<file path="src/pr_shell_pkg.sv">
package pr_shell_pkg;

    // Shell dimensions
    localparam int N_REGIONS   = 4;
    localparam int DATA_BITS   = 32;
    localparam int ID_BITS     = 6;  // Process id carried in tid
    localparam int KEEP_BITS   = DATA_BITS / 8;
    localparam int REGION_BITS = $clog2(N_REGIONS);

    // Region number
    typedef logic [REGION_BITS-1:0] region_t;

    // Beat payload fields
    typedef logic [DATA_BITS-1:0] data_t;
    typedef logic [KEEP_BITS-1:0] keep_t;  // Byte enables
    typedef logic [ID_BITS-1:0]   id_t;

    // One bit per region, for decouple request and status
    typedef logic [N_REGIONS-1:0] region_mask_t;

    // One stream beat without its handshake
    typedef struct packed {
        data_t data;
        keep_t keep;
        id_t   id;
        logic  last;
    } axis_beat_t;

    // Host ingress beat, tagged with its destination region
    typedef struct packed {
        region_t    region;
        axis_beat_t beat;
    } host_beat_t;

endpackage

</file>
<file path="src/region_dispatch.sv">
`timescale 1ns/1ps

module region_dispatch (
    input  logic                       aclk,
    input  logic                       rst_n,

    input  logic                       s_valid,
    output logic                       s_ready,
    input  pr_shell_pkg::host_beat_t   s_beat,

    output pr_shell_pkg::region_mask_t r_valid,
    input  pr_shell_pkg::region_mask_t r_ready,
    output pr_shell_pkg::axis_beat_t   r_beat
);
    import pr_shell_pkg::*;

    region_t lock_region;  // Region of the packet in flight
    logic    pkt_open;
    region_t sel;
    logic    xfer;

    // First beat picks the region and later beats follow the lock
    assign sel  = pkt_open ? lock_region : s_beat.region;
    assign xfer = s_valid && s_ready;

    always_comb begin
        r_valid      = '0;
        r_valid[sel] = s_valid;
    end

    assign s_ready = r_ready[sel];
    assign r_beat  = s_beat.beat;  // Shared by all regions while valid does the steering

    always_ff @(posedge aclk) begin
        if (!rst_n) begin
            pkt_open    <= 1'b0;
            lock_region <= '0;
        end else if (xfer) begin
            pkt_open    <= !s_beat.beat.last;  // Released after tlast
            lock_region <= sel;
        end
    end

    // Only one region may see the host stream at a time
    assert property (@(posedge aclk) disable iff (!rst_n)
        $onehot0(r_valid))
    else $error("region_dispatch: more than one r_valid high");

endmodule

</file>
<file path="src/axis_skid_slice.sv">
`timescale 1ns/1ps

module axis_skid_slice (
    input  logic                     aclk,
    input  logic                     rst_n,

    input  logic                     s_valid,
    output logic                     s_ready,
    input  pr_shell_pkg::axis_beat_t s_beat,

    output logic                     m_valid,
    input  logic                     m_ready,
    output pr_shell_pkg::axis_beat_t m_beat
);
    import pr_shell_pkg::*;

    logic       main_valid;
    logic       skid_valid;
    axis_beat_t skid_beat;
    logic       push;
    logic       pop;
    logic       load_main;
    logic       load_skid;

    assign m_valid = main_valid;
    assign s_ready = !skid_valid;  // Fill level only
    assign push    = s_valid && s_ready;
    assign pop     = main_valid && m_ready;

    // New beat goes to main when main is free or draining, else to skid
    assign load_main = push && (!main_valid || pop);
    assign load_skid = push && main_valid && !pop;

    always_ff @(posedge aclk) begin
        if (!rst_n) begin
            main_valid <= 1'b0;
            skid_valid <= 1'b0;
        end else if (skid_valid) begin
            if (pop)
                skid_valid <= 1'b0;  // Skid moves up into main
        end else begin
            if (!main_valid || pop)
                main_valid <= push;
            if (load_skid)
                skid_valid <= 1'b1;
        end
    end

    always_ff @(posedge aclk) begin
        if (skid_valid && pop)
            m_beat <= skid_beat;
        else if (load_main)
            m_beat <= s_beat;
        if (load_skid)
            skid_beat <= s_beat;
    end

    // Stalled output holds its beat
    assert property (@(posedge aclk) disable iff (!rst_n)
        m_valid && !m_ready |=> m_valid && $stable(m_beat))
    else $error("axis_skid_slice: m_beat changed while stalled");

    assert property (@(posedge aclk) disable iff (!rst_n)
        push |-> !(main_valid && skid_valid))
    else $error("axis_skid_slice: beat accepted with both entries full");

endmodule

</file>
<file path="src/decouple_ctrl.sv">
`timescale 1ns/1ps

module decouple_ctrl (
    input  logic                       aclk,
    input  logic                       rst_n,

    input  pr_shell_pkg::region_mask_t decouple_req,  // Raw request per region

    // Egress handshake seen after the decoupler
    input  pr_shell_pkg::region_mask_t eg_valid,
    input  pr_shell_pkg::region_mask_t eg_ready,
    input  pr_shell_pkg::region_mask_t eg_last,

    output pr_shell_pkg::region_mask_t decouple
);
    import pr_shell_pkg::*;

    region_mask_t xfer;
    region_mask_t pkt_open;  // Packet started but tlast not yet seen
    region_mask_t boundary;

    assign xfer = eg_valid & eg_ready;

    // Idle with nothing moving, or the closing beat moves now
    assign boundary = (~pkt_open & ~xfer) | (xfer & eg_last);

    always_ff @(posedge aclk) begin
        if (!rst_n) begin
            pkt_open <= '0;
            decouple <= '0;
        end else begin
            pkt_open <= (pkt_open & ~xfer) | (xfer & ~eg_last);

            // Set only at a boundary, hold while requested, drop with the request
            decouple <= decouple_req & (decouple | boundary);
        end
    end

    for (genvar i = 0; i < N_REGIONS; i++) begin : g_chk
        // An open packet that does not end blocks decoupling
        assert property (@(posedge aclk) disable iff (!rst_n)
            pkt_open[i] && !(xfer[i] && eg_last[i]) |=> !$rose(decouple[i]))
        else $error("decouple_ctrl: region %0d decoupled mid-packet", i);
    end

endmodule

</file>
<file path="src/axisr_decoupler.sv">
`timescale 1ns/1ps

module axisr_decoupler (
    input  logic                       aclk,
    input  logic                       rst_n,
    input  pr_shell_pkg::region_mask_t decouple,

    input  pr_shell_pkg::region_mask_t s_valid,
    output pr_shell_pkg::region_mask_t s_ready,
    input  pr_shell_pkg::axis_beat_t   s_beat [pr_shell_pkg::N_REGIONS],

    output pr_shell_pkg::region_mask_t m_valid,
    input  pr_shell_pkg::region_mask_t m_ready,
    output pr_shell_pkg::axis_beat_t   m_beat [pr_shell_pkg::N_REGIONS]
);
    import pr_shell_pkg::*;

    // Handshake cut in both directions while a region is reconfigured
    assign m_valid = s_valid & ~decouple;
    assign s_ready = m_ready & ~decouple;

    for (genvar i = 0; i < N_REGIONS; i++) begin : g_region
        assign m_beat[i] = s_beat[i];  // Payload is never touched

        assert property (@(posedge aclk) disable iff (!rst_n)
            decouple[i] |-> !m_valid[i])
        else $error("axisr_decoupler: m_valid high on decoupled region %0d", i);
    end

endmodule

</file>
<file path="src/pr_shell_top.sv">
`timescale 1ns/1ps

module pr_shell_top (
    input  logic                       aclk,
    input  logic                       rst_n,

    // Host ingress
    input  logic                       s_valid,
    output logic                       s_ready,
    input  pr_shell_pkg::host_beat_t   s_beat,

    // Region egress
    output pr_shell_pkg::region_mask_t m_valid,
    input  pr_shell_pkg::region_mask_t m_ready,
    output pr_shell_pkg::axis_beat_t   m_beat [pr_shell_pkg::N_REGIONS],

    input  pr_shell_pkg::region_mask_t decouple_req,
    output pr_shell_pkg::region_mask_t decoupled
);
    import pr_shell_pkg::*;

    region_mask_t r_valid;
    region_mask_t r_ready;
    axis_beat_t   r_beat;   // Shared dispatch output
    region_mask_t sl_valid;
    region_mask_t sl_ready;
    axis_beat_t   sl_beat [N_REGIONS];
    region_mask_t eg_last;
    region_mask_t decouple;

    region_dispatch u_dispatch (
        .aclk, .rst_n,
        .s_valid, .s_ready, .s_beat,
        .r_valid, .r_ready, .r_beat
    );

    for (genvar i = 0; i < N_REGIONS; i++) begin : g_region
        axis_skid_slice u_slice (
            .aclk, .rst_n,
            .s_valid(r_valid[i]),  .s_ready(r_ready[i]),  .s_beat(r_beat),
            .m_valid(sl_valid[i]), .m_ready(sl_ready[i]), .m_beat(sl_beat[i])
        );

        assign eg_last[i] = m_beat[i].last;
    end

    decouple_ctrl u_ctrl (
        .aclk, .rst_n, .decouple_req,
        .eg_valid(m_valid), .eg_ready(m_ready), .eg_last,
        .decouple
    );

    axisr_decoupler u_decoupler (
        .aclk, .rst_n, .decouple,
        .s_valid(sl_valid), .s_ready(sl_ready), .s_beat(sl_beat),
        .m_valid, .m_ready, .m_beat
    );

    assign decoupled = decouple;  // Status mirrors the live gate

endmodule

</file>
<file path="config.mk">
export PLATFORM = sky130hd
export DESIGN_NAME = pr_shell_top
export DESIGN_NICKNAME = d
export VERILOG_FILES = /design/src/pr_shell_pkg.sv /design/src/region_dispatch.sv /design/src/axis_skid_slice.sv /design/src/decouple_ctrl.sv /design/src/axisr_decoupler.sv /design/src/pr_shell_top.sv
export SDC_FILE = /design/constraint.sdc
export NUM_CORES = 1
export LEC_CHECK = 0
export BUFFER_PORTS_ARGS = -buffer_cell sky130_fd_sc_hd__buf_2
export CORE_UTILIZATION = 50
export CTS_BUF_LIST = sky130_fd_sc_hd__clkbuf_4
export DETAILED_ROUTE_END_ITERATION = 7
export GPL_TIMING_DRIVEN = 0
export HOLD_SLACK_MARGIN = 0.15
export PLACE_DENSITY = 0.79
export SLEW_MARGIN = 20
export SYNTH_ARGS = -nofsm -noshare
export SYNTH_HDL_FRONTEND = slang
export SYNTH_HIERARCHICAL = 1
export SYNTH_SLANG_ARGS = --single-unit
</file>
<file path="constraint.sdc">
create_clock -name aclk -period 5.15 [get_ports aclk]
set_input_delay 0.2575 -clock aclk [delete_from_list [all_inputs] [get_ports aclk]]
set_output_delay 0.2575 -clock aclk [all_outputs]
set_load 0.02 [all_outputs]
</file>
# Yosys cells after proc, flatten, opt, wreduce, memory -nomap -nowiden

Index checks and enable logic that the tools add are counted.

Word-level logic and storage cells: 142
Register bits after elaboration: 363
Input bits: 56
Output and inout port bits: 181

Order comparisons: 2
Reductions and logical operators: 51
Bitwise gates (word level): 20
Mux-type cells: 25

Operators with widths:

| operator                                                    | number |
|---|---|
| two-way mux 43 bit                                          | 8 |
| bitwise AND 4 bit                                           | 9 |
| logical AND 1 bit                                           | 26 |
| NOT 4 bit                                                   | 4 |
| two-way mux 1 bit                                           | 14 |
| logical NOT 1 bit                                           | 13 |
| bitwise OR 4 bit                                            | 3 |
| AND reduction 2 bit                                         | 4 |
| nonzero test 2 bit                                          | 4 |
| logical OR 1 bit                                            | 4 |
| NOT 1 bit                                                   | 4 |
| less-than comparator 2 x 3 -> 1 bit (second input constant) | 1 |
| binary-select mux 1 bit (select 2 bit)                      | 1 |
| demux 1 bit (select 2 bit)                                  | 1 |
| >= comparator 2 x 1 -> 1 bit (second input constant)        | 1 |
| two-way mux 2 bit                                           | 1 |

# Depth between registers and ports, before layout

Gate-level depths: netlist of run 1.

Word-level depth: 11
Gate-level depth with buffers: 5
Depth with buffers taken out: 5

# By module

Netlist of run 1, hierarchy kept.

By module, submodules not included:

| module          | cells an instance | times used | area each (um^2) |
|---|---|---|---|
| axis_skid_slice | 148               | 4          | 3249.4 |
| axisr_decoupler | 180               | 1          | 1341.3 |
| region_dispatch | 69                | 1          | 553.0 |
| decouple_ctrl   | 37                | 1          | 374.1 |

# Worst setup path before layout of run 1

OpenSTA, ideal clock, no wires.

Path kind: flip-flop to flip-flop
Start point: reg u_dispatch.pkt_open
End point: reg g_region[0].u_slice/skid_beat[0] (netlist name), enable pin
Data required time: 4644 ps
Clock period less this slack: 4895 ps
Stages on the path, launching flop included: 6
Arrival time: 4390 ps
Setup slack: 255 ps
Setup time: 506 ps
Cells stage by stage: dfxtp_1 mux2_4 or2_2 nor2_1 nand2_1 nor3b_1

Word-level cells in the longest chain between the ends: 9

Ends and longest elaborated chain:

| element                                                                                                   | line                  | text |
|---|---|---|
| from (decl)                                                                                               | region_dispatch.sv:18 | `logic pkt_open;` |
| from (signal assigned)                                                                                    | region_dispatch.sv:39 | `pkt_open <= !s_beat.beat.last;` |
| two-way mux 2 bit (*)                                                                                     | region_dispatch.sv:23 | `assign sel = pkt_open ? lock_region : s_beat.region;` |
| less-than comparator 2 x 3 -> 1 bit (not written as such) or >= comparator 2 x 1 -> 1 bit (tied branches) | region_dispatch.sv:28 | `r_valid[sel] = s_valid;` |
| logical AND 1 bit (not written as such)                                                                   | region_dispatch.sv:28 |  |
| two-way mux 1 bit (not written as such)                                                                   | region_dispatch.sv:28 |  |
| demux 1 bit (select 2 bit) (*)                                                                            | --                    |  |
| bitwise AND 4 bit (no line) (*)                                                                           | --                    |  |
| via r_valid[0]                                                                                            | pr_shell_top.sv:22    | `region_mask_t r_valid;` |
| logical AND 1 bit (*)                                                                                     | axis_skid_slice.sv:27 | `assign push = s_valid && s_ready;` |
| logical AND 1 bit (*) (2 in a row)                                                                        | axis_skid_slice.sv:32 | `assign load_skid = push && main_valid && !pop;` |
| via g_region[0].u_slice.load_skid                                                                         | axis_skid_slice.sv:23 | `logic load_skid;` |
| to (signal assigned)                                                                                      | axis_skid_slice.sv:55 | `skid_beat <= s_beat;` |
| to (decl)                                                                                                 | axis_skid_slice.sv:19 | `axis_beat_t skid_beat;` |

Mark *: on every way through the listed nets, which the timed path passes. The rest lies on a longest branch.
A chain may end at the register's enable or synchronous reset.

# Final worst setup path of run 1

Start point: reg u_dispatch.pkt_open
End point: reg g_region[0].u_slice/skid_beat[18] (netlist name), enable pin

Same word-level chain as after synthesis.

==> qor.csv, run 1 <==
metric;value;unit
Leakage;7.46;nW
Syn Inst Count;878;
die area;31200;sq um
Total Wirelength;32100;microns
Slew @ Worst Pin;785;ps
clock sinks;363;
power per cell area;321;nW/um^2
CTS root buf;clkbuf_4;
worst-skew pair later-pin latency;690;ps
Setup crit start;u_dispatch/pkt_open;
crit end category;flip-flop;
Reg-to-Reg End;g_region[0].u_slice/skid_beat[18];
area post-placement;17200;sq um
proportion of layout cells with a drive suffix above 1;59.7;%
Core Rows;63;
Hold Startpoint;s_beat[43];
buffer depth of the longest clock path;3;
critical path data required time;5520;ps
CTS tree;built;
GR Overflow Total;0;
Finished Cell Area;19000;sq um
Max-cap violations;0;
VDD IR max;0.308;mV
min Tclk post-route;3090;ps
Die W;177;microns
Starting DRT DRC Count;447;
Startpoint Class;flip-flop;
clk slew on worst S/H paths;70;ps
Fin. Hold Viols;0;
Hold Path Sink;g_region[2].u_slice/skid_valid;
PnR worst setup slack;2060;ps
reg2reg setup slack;2060;ps
r2r worst-path depth;8;
first-pass GRT wire length;48500;microns
area grow syn2layout;24.2;%
Num CTS Buffers;92;
DR pass1 iterations;6;
most frequent cells in the layout;edfxtp_1, buf_4, buf_2, mux2_2, clkbuf_4;
Placer Congestion;0.766;
#FFs+latches synth;363;
starting density of the core;51.1;%
Mean Syn Cell Area;17.4;sq um
post-route ant nets;0;
NumNets Final;1330;
crit path DAT;3460;ps
Setup Skew;56.9;ps
Hold Crit Class;in2reg;
Hold Path Stages;6;
initial antenna violation count;2;
commonest non-fill, non-tap cell in the layout;edfxtp_1;
WL/cell;18.5;microns
RR Startpoint;u_dispatch/pkt_open;
Max Freq;0.324;GHz
Synth Warn #;6;
final worst-path cycle share;60.0;%
Slew Limit Fails;0;
H-tree levels;3;
crit-path max FO;9;
EDFF count, synth;344;
via count;8366;
Setup TNS Final;0;ps
number of port buffers;194;
largest net degree at the start of global routing;19;
die extent in y;177;microns
synth unique cells;29;
Synth Flop Type;edfxtp_1;
Syn Nets;934;
vias in the first global route;8890;
vias per cell;4.83;
Max-slew headroom;47.5;%
num ports;237;
setup repair after global routing missed its margin;false;
DRC Markers;0;
outcome;finished, final reports clean;
count of final setup violators;0;
WS Path Type;reg2reg;
Total GRT Usage;20.7;%
Synth Cell Area;15300;sq um
Core Footprint;29900;sq um
Setup WS pre-CTS;2080;ps
post-synthesis sequential area ratio;70.2;%
ys async rst share;0;%
Detailed Place HPWL;20800;microns
utilization after layout;63.4;%
[synthesized netlist by cell type (8+ instances only)]
master    number  area (sq um)
a21oi_1        9          45.0
buf_4        215          1610
clkbuf_8      16           220
dfxtp_1       19           380
edfxtp_1     344         10300
inv_1         13          48.8
mux2_2       162          1820
mux2_4        13           195
nand2_1       26          97.6
nor2_1         9          33.8
nor2b_1        8          50.1
[per-stage QoR]
| stage | hold slack (ps) | instances | power, mW |
|---|---|---|---|
| floorplan | 371 | 878 | 3.68 |
| global placement | 440 | 1462 | 3.80 |
| detailed placement | 458 | 1502 | 3.83 |
| CTS | 162 | 1730 | 6.16 |
| global route | 218 | 1732 | 6.35 |
| finish | 259 | 1732 | 6.08 |
[power breakdown]
group,leakage [nW],switching (mW),internal (mW),total (mW)
logic,3.52,0.242,0.232,0.474
registers,3.28,0.0253,3.31,3.33
clock network,0.659,1.11,1.16,2.27
[cell families (layout without fill, tap and decap cells)]
kind of cell	Yosys count	in the layout	synth area share, %
flip-flops	363	363	70.2
buffers and inverters	244	706	12.3
multiplexers	180	180	13.6
AND/OR/NAND/NOR	62	62	2.43
AO/OA/AOI/OAI	29	29	1.43
other	0	2	0
[repair_timing]
item                                   CTS  global route
buffers inserted                         0             0
endpoints found under the hold margin  363             0
gates resized for setup                  0             0
hold buffers                            68             0
[routing by layer]
layer / track usage [%] / part of all wire, % / vias up
met3: 5.71 / 6.1 / 52
met4: 8.44 / 2.1 / 2
met1: 24.8 / 41 / 4110
met2: 35.3 / 51 / 299
met5: 0 / 0.025 / -
li1: - / - / 3903
[final cells by class]
cell class / count / area [sq um]
diodes: 2 / 5.00
plain buffers: 231 / 1830
clock buffers: 129 / 968
clock inverters: 31 / 141
fillers: 2078 / 10900
inverters: 13 / 48.8
multi-input cells: 271 / 2710
flip-flops and latches: 363 / 10700
well taps: 390 / 488
repair buffers: 302 / 2050
[worst max-delay path by stage]
stage | to | slack [ps]
after CTS | g_region[0].u_slice/skid_beat[42] | 2050
final | g_region[0].u_slice/skid_beat[18] | 2060
after global placement | g_region[2].u_slice/skid_beat[15] | -3170
after detailed placement | g_region[0].u_slice/skid_beat[19] | 2080
after floorplan | g_region[0].u_slice/skid_beat[0] | 250
after global routing | g_region[0].u_slice/skid_beat[11] | 1840
[state kept, by name (all words and copies together), names as in the netlist]
signal                       flops
u_ctrl/pkt_open                  4
u_dispatch/pkt_open              1
u_ctrl/decouple                  4
g_region.u_slice/m_beat        172
g_region.u_slice/skid_valid      4
g_region.u_slice/m_valid         4
u_dispatch/lock_region           2
g_region.u_slice/skid_beat     172
[worst max-delay path, stage by stage, from the launching register on]
cell,delay [ps]
dfxtp_1,430
mux2_4,350
or2_2,310
nor2_1,140
nand2_1,130
nor3b_2,670
buf_4,320
buf_4,210
buf_4,210
Note: power is estimated with default switching activity, not from simulation.
==> inputs of run 2 (changes only) <==
PLACE_DENSITY = 0.77   (was 0.79)
clock period = 3.1 ns   (was 5.15 ns; I/O delays follow)
==> run 2 against run 1 <==
Final cell count hardly changed; cell area is 1.0% higher; highest routed layer is now met4; largest power group unchanged; global-route usage about the same; fmax grew 11%; routed wire length rose by 0.24%.
==> qor.csv, run 2 (synthesis gave the netlist of run 1 again) <==
metric;value;unit;change
outcome;finished, final reports clean;;
Detailed Place HPWL;20900;microns;+0.40%
largest net degree at the start of global routing;19;;unchanged
WS Path Type;reg2reg;;
CP max stage delay;500;ps;-170 ps
vias per cell;4.83;;about the same
die area;31200;sq um;unchanged
clk slew on worst S/H paths;70;ps;about the same
Fin. Hold Viols;0;;unchanged
H-tree levels;3;;unchanged
Placer Congestion;0.735;;-4.1%
utilization after layout;64.1;%;+0.64 points
Max-cap violations;0;;unchanged
Startpoint Class;flip-flop;;
Slew @ Worst Pin;743;ps;-41.6 ps
Slew Limit Fails;0;;unchanged
reg2reg setup slack;320;ps;-1750 ps
min Tclk post-route;2780;ps;-305 ps
Core Rows;63;;unchanged
initial antenna violation count;2;;unchanged
clock sinks;363;;unchanged
via count;8368;;+0.024%
WL/cell;18.6;microns;+0.30%
num ports;237;;unchanged
biggest regs;g_region.u_slice/m_beat x172, g_region.u_slice/skid_beat x172;;
DRC Markers;0;;unchanged
Core Footprint;29900;sq um;unchanged
Total Wirelength;32200;microns;+0.24%
crit path DAT;3160;ps;-300 ps
proportion of layout cells with a drive suffix above 1;59.7;%;about the same
Setup Skew;60.9;ps;+4.01 ps
CTS root buf;clkbuf_4;;
starting density of the core;51.1;%;unchanged
Setup WS pre-CTS;347;ps;-1730 ps
power per cell area;537;nW/um^2;+68%
CTS tree;built;;
most frequent cells in the layout;edfxtp_1, buf_4, buf_2, mux2_2, clkbuf_4;;
DR pass1 iterations;5;;-1
die extent in y;177;microns;unchanged
area grow syn2layout;25.4;%;
number of port buffers;194;;unchanged
GR Overflow Total;0;;unchanged
crit end category;flip-flop;;
Die W;177;microns;unchanged
Starting DRT DRC Count;524;;+17%
Max Freq;0.359;GHz;+11%
Leakage;7.53;nW;+0.96%
VDD IR max;0.485;mV;+58%
Hold Crit Class;in2reg;;
crit-path max FO;12;;+3
setup repair after global routing missed its margin;false;;
post-route ant nets;0;;unchanged
critical-path cell list;mux2_4, or2_2, nor2_1, nand2_1, nor3b_4, buf_6, buf_8, buf_8;;
Total GRT Usage;20.7;%;about the same
PnR worst setup slack;316;ps;-1750 ps
final worst-path cycle share;89.8;%;+30 points
commonest non-fill, non-tap cell in the layout;edfxtp_1;;
CP dominant cell by count;buf_8;;
NumNets Final;1328;;-0.15%
Num CTS Buffers;90;;-2.2%
worst-skew pair later-pin latency;720;ps;+30 ps
first-pass GRT wire length;47900;microns;-1.3%
Max-slew headroom;50.5;%;+3.0 points
count of final setup violators;0;;unchanged
buffer depth of the longest clock path;3;;unchanged
slowest CP cell;nor3b_4;;
vias in the first global route;8669;;-2.5%
post-CTS setup buffers;0;;unchanged
critical path data required time;3470;ps;-2050 ps
## run 2: final timing paths
kind	start	end	depth (start not counted)
worst max-delay path	u_dispatch/pkt_open	g_region[0].u_slice/skid_beat[12]	8
worst min-delay path	s_beat[21]	g_region[2].u_slice/skid_beat[21]	2
worst max register to register	u_dispatch/pkt_open	g_region[0].u_slice/skid_beat[12]	8
worst min register to register	g_region[2].u_slice/skid_beat[27]	g_region[2].u_slice/m_beat[27]	1
## run 2: cell type report
cell class / count / area (sq um)
buffer: 231 / 1830
inverter: 13 / 48.8
sequential: 363 / 10700
tap: 390 / 488
timing repair buffer: 302 / 2160
multi-input combinational: 271 / 2740
antenna: 2 / 5.00
clock inverter: 27 / 174
fill: 2117 / 10700
clock buffer: 132 / 991
## run 2: critical path: cells and delay by family, from the launching register on
| kind | cells | cell delay, ps |
|---|---|---|
| multiplexers | 1 | 350 |
| AND/OR/NAND/NOR | 4 | 1100 |
| buffers and inverters | 3 | 570 |
| flip-flops | 1 | 420 |
## run 2: metrics by stage
stage	instances	total power [mW]	hold WS [ps]	instance area, sq um	TNS, ps
finish	1731	10.3	230	19100	0
global route	1730	10.7	163	19100	0
CTS	1729	10.4	151	19100	0
detailed placement	1497	6.36	391	17200	0
global placement	1462	6.31	387	16800	-443480
floorplan	878	6.12	269	15300	-25200
## run 2: report_power, final
| group | switching, mW | leakage [nW] | internal [mW] |
|---|---|---|---|
| combinational | 0.406 | 3.56 | 0.395 |
| clock | 1.83 | 0.693 | 2.12 |
| sequential | 0.0421 | 3.28 | 5.49 |
| total | 2.28 | 7.53 | 8.01 |
## run 2: layer usage
layer | global-route usage [%] | share of wire, % | up-vias
met3 | 5.30 | 6.0 | 58
met4 | 8.55 | 2.1 | 0
met5 | 0 | 0 | -
met2 | 35.2 | 51 | 299
li1 | - | - | 3884
met1 | 25.1 | 41 | 4127
## run 2: repair_timing
action                                  in CTS  in global routing
hold endpoints to repair                   374                  0
endpoints found under the setup margin       0                  0
resized for setup                            0                  0
hold buffers                                73                  0
==> inputs of run 3 (changes only) <==
ABC_AREA = 1   (was not set)
CELL_PAD_IN_SITES_DETAIL_PLACEMENT = 2   (was not set)
CELL_PAD_IN_SITES_GLOBAL_PLACEMENT = 2   (was not set)
CORE_UTILIZATION = 39   (was 50)
MAX_ROUTING_LAYER = met4   (was not set)
PLACE_DENSITY = 0.86   (was 0.77)
==> run 3 against run 2 <==
Global-route usage rose by 8.1 points; synthesized cell count is 47% higher; highest routed layer unchanged; flip-flop and latch count did not move; core utilization shrank 13 points; worst hold slack better by 6.9 ps; die area is 30% higher; largest power group unchanged; sequential share of layout area shrank 1.9 points; fmax decreased by 8.6%.
==> qor.csv, run 3 <==
metric;value;unit;change
outcome;finished, final reports clean;;
setup repair after global routing missed its margin;false;;
Hold Startpoint;s_beat[35];;
WS Path Type;reg2reg;;
overall power;11.4;mW;+11%
initial antenna violation count;3;;+1
area post-placement;17400;sq um;+0.62%
Detailed Place HPWL;33000;microns;+58%
synth cell count leaders;edfxtp_1, nand2_1, buf_4, inv_1, o21ai_0;;
most frequent cells in the layout;edfxtp_1, nand2_1, buf_4, inv_1, buf_2;;
Startpoint Class;flip-flop;;
biggest regs;g_region.u_slice/m_beat x172, g_region.u_slice/skid_beat x172;;
Core Footprint;38900;sq um;+30%
Hold Path Stages;2;;unchanged
WL/cell;24.1;microns;+30%
share of the synthesized area in the top cell type;66.7;%;-0.99 points
clk slew on worst S/H paths;80;ps;about the same
GR Overflow Total;0;;unchanged
crit end category;flip-flop;;
Fin. Hold Viols;0;;unchanged
first-pass GRT wire length;82500;microns;+72%
Setup Skew;41.0;ps;-19.9 ps
critical path data required time;3770;ps;+300 ps
num ports;237;;unchanged
Max-cap violations;0;;unchanged
Core Rows;72;;+14%
commonest non-fill, non-tap cell in the layout;edfxtp_1;;
synth unique cells;21;;-28%
count of final setup violators;0;;unchanged
crit-path max FO;6;;-6
starting density of the core;39.8;%;-11 points
Hold Crit Class;in2reg;;
Total Wirelength;55700;microns;+73%
Finished Cell Area;19800;sq um;+3.5%
die area;40500;sq um;+30%
Synth Flop Type;edfxtp_1;;
power per cell area;575;nW/um^2;+7.0%
Placer Congestion;0.792;;+7.8%
Setup WS pre-CTS;443;ps;+95.7 ps
Slew Limit Fails;0;;unchanged
number of port buffers;194;;unchanged
final worst-path cycle share;98.3;%;+8.5 points
Max Freq;0.328;GHz;-8.6%
proportion of layout cells with a drive suffix above 1;35.8;%;-24 points
most instantiated library cell after synthesis;edfxtp_1;;
vias per cell;4.78;;-1.2%
CTS tree;built;;
min Tclk post-route;3050;ps;+263 ps
reg2reg setup slack;50;ps;-260 ps
Slew @ Worst Pin;796;ps;+53.3 ps
Syn Inst Count;1294;;+47%
largest net degree at the start of global routing;44;;+25
DR pass1 iterations;4;;-1
Die W;201;microns;+14%
#FFs+latches synth;363;;unchanged
Synth Warn #;6;;unchanged
worst-skew pair later-pin latency;810;ps;+90 ps
area leader, netlist;edfxtp_1;;
buffer depth of the longest clock path;3;;unchanged
dpl cells;2015;;+35%
Mean Syn Cell Area;12.0;sq um;-31%
PnR worst setup slack;52.6;ps;-263 ps
Synth Cell Area;15500;sq um;+1.5%
Total GRT Usage;28.8;%;+8.1 points
crit path DAT;3710;ps;+550 ps
vias in the first global route;13000;;+50%
die extent in y;201;microns;+14%
ys async rst share;0;%;unchanged
Syn Nets;1350;;+45%
clock sinks;363;;unchanged
EDFF count, synth;344;;unchanged
CTS root buf;clkbuf_4;;
synth top area cells;edfxtp_1, buf_4, nand2_1, inv_1, o21ai_0;;
VDD IR max;0.326;mV;-33%
NumNets Final;1775;;+34%
RR Startpoint;u_dispatch/lock_region[0];;
Starting DRT DRC Count;421;;-20%
non-filler instance count after layout;2311;;+34%
post-route ant nets;0;;unchanged
DRC Markers;0;;unchanged
Leakage;8.82;nW;+17%
H-tree levels;3;;unchanged
Setup crit start;u_dispatch/lock_region[0];;
r2r worst-path depth;12;;+4
Max-slew headroom;46.9;%;-3.6 points
post-synthesis sequential area ratio;69.1;%;-1.0 points
area grow syn2layout;27.9;%;
via count;11000;;+32%
Num CTS Buffers;101;;+12%
==> run 3: changes by cell type after synthesis, moves of 13 or more <==
cell | before | now
nand3_1 | 0 | 27
inv_1 | 13 | 214
clkbuf_8 | 16 | 0
mux2_2 | 162 | 0
nand2_1 | 26 | 227
mux2_4 | 13 | 0
o21ai_0 | 4 | 92
o21ai_1 | 0 | 64
o21ai_2 | 0 | 17
==> run 3: cell type report <==
type | count | area, sq um
multi-input cells | 464 | 2170
clock inverters | 20 | 106
inverters | 216 | 813
clock buffers | 153 | 1150
fillers | 3907 | 19100
flip-flops and latches | 363 | 10700
diodes | 4 | 10.0
repair buffers | 322 | 2340
plain buffers | 251 | 1860
well taps | 518 | 648
==> run 3: per-layer routing <==
| metal | routed length [microns] | share of wire, % | track usage (%) |
|---|---|---|---|
| met4 | 2360 | 4.2 | 13.9 |
| met1 | 20600 | 37 | 30.0 |
| met2 | 30100 | 54 | 51.8 |
| met3 | 2660 | 4.8 | 5.86 |
| met5 | 0 | 0 | - |
==> run 3: cell families (layout without fill, tap and decap cells) <==
group | Yosys count | after routing | synth area share [%]
buf+inv | 467 | 962 | 17.3
flops | 363 | 363 | 69.1
simple gates | 284 | 284 | 7.39
compound gates | 180 | 180 | 6.23
other cells | 0 | 4 | 0
==> run 3: path summary, 6_finish.rpt <==
kind / endpoint
setup / recovery: u_dispatch/pkt_open
hold / removal: g_region[3].u_slice/skid_beat[35]
hold reg to reg: g_region[3].u_slice/m_beat[33]
setup reg to reg: u_dispatch/pkt_open
==> run 3: metrics by stage <==
stage                     hold slack (ps)  setup TNS [ps]  util, %
after floorplan                       253               0        -
after detailed placement              414               0     44.6
final                                 237               0     50.9
after global routing                  193               0     50.9
after global placement                396         -168350     44.0
after CTS                             157               0     50.9
==> run 3: repair_timing <==
action,CTS,global route
gates resized for setup,0,1
hold buffers,119,0
hold endpoints to repair,373,0
setup endpoints to repair,0,1
setup buffers,0,0
==> run 3: worst max-delay path: stages (launching register included) <==
cell and delay, ps:
dfxtp_1 390, inv_1 70, nand2_1 150, nand3_1 110
nand2_1 110, nand2_2 80, nand2_4 110, nand3_1 70
dlygate4sd3_1 580, nand2_1 70, dlygate4sd3_1 560, nor2_1 40
dlygate4sd3_1 560
==> run 3: power by group <==
part | switching [mW] | internal (mW) | total [mW]
registers | 0.0801 | 5.59 | 5.67
logic | 0.763 | 0.496 | 1.26
clock network | 2.15 | 2.31 | 4.46
total | 3.00 | 8.39 | 11.4
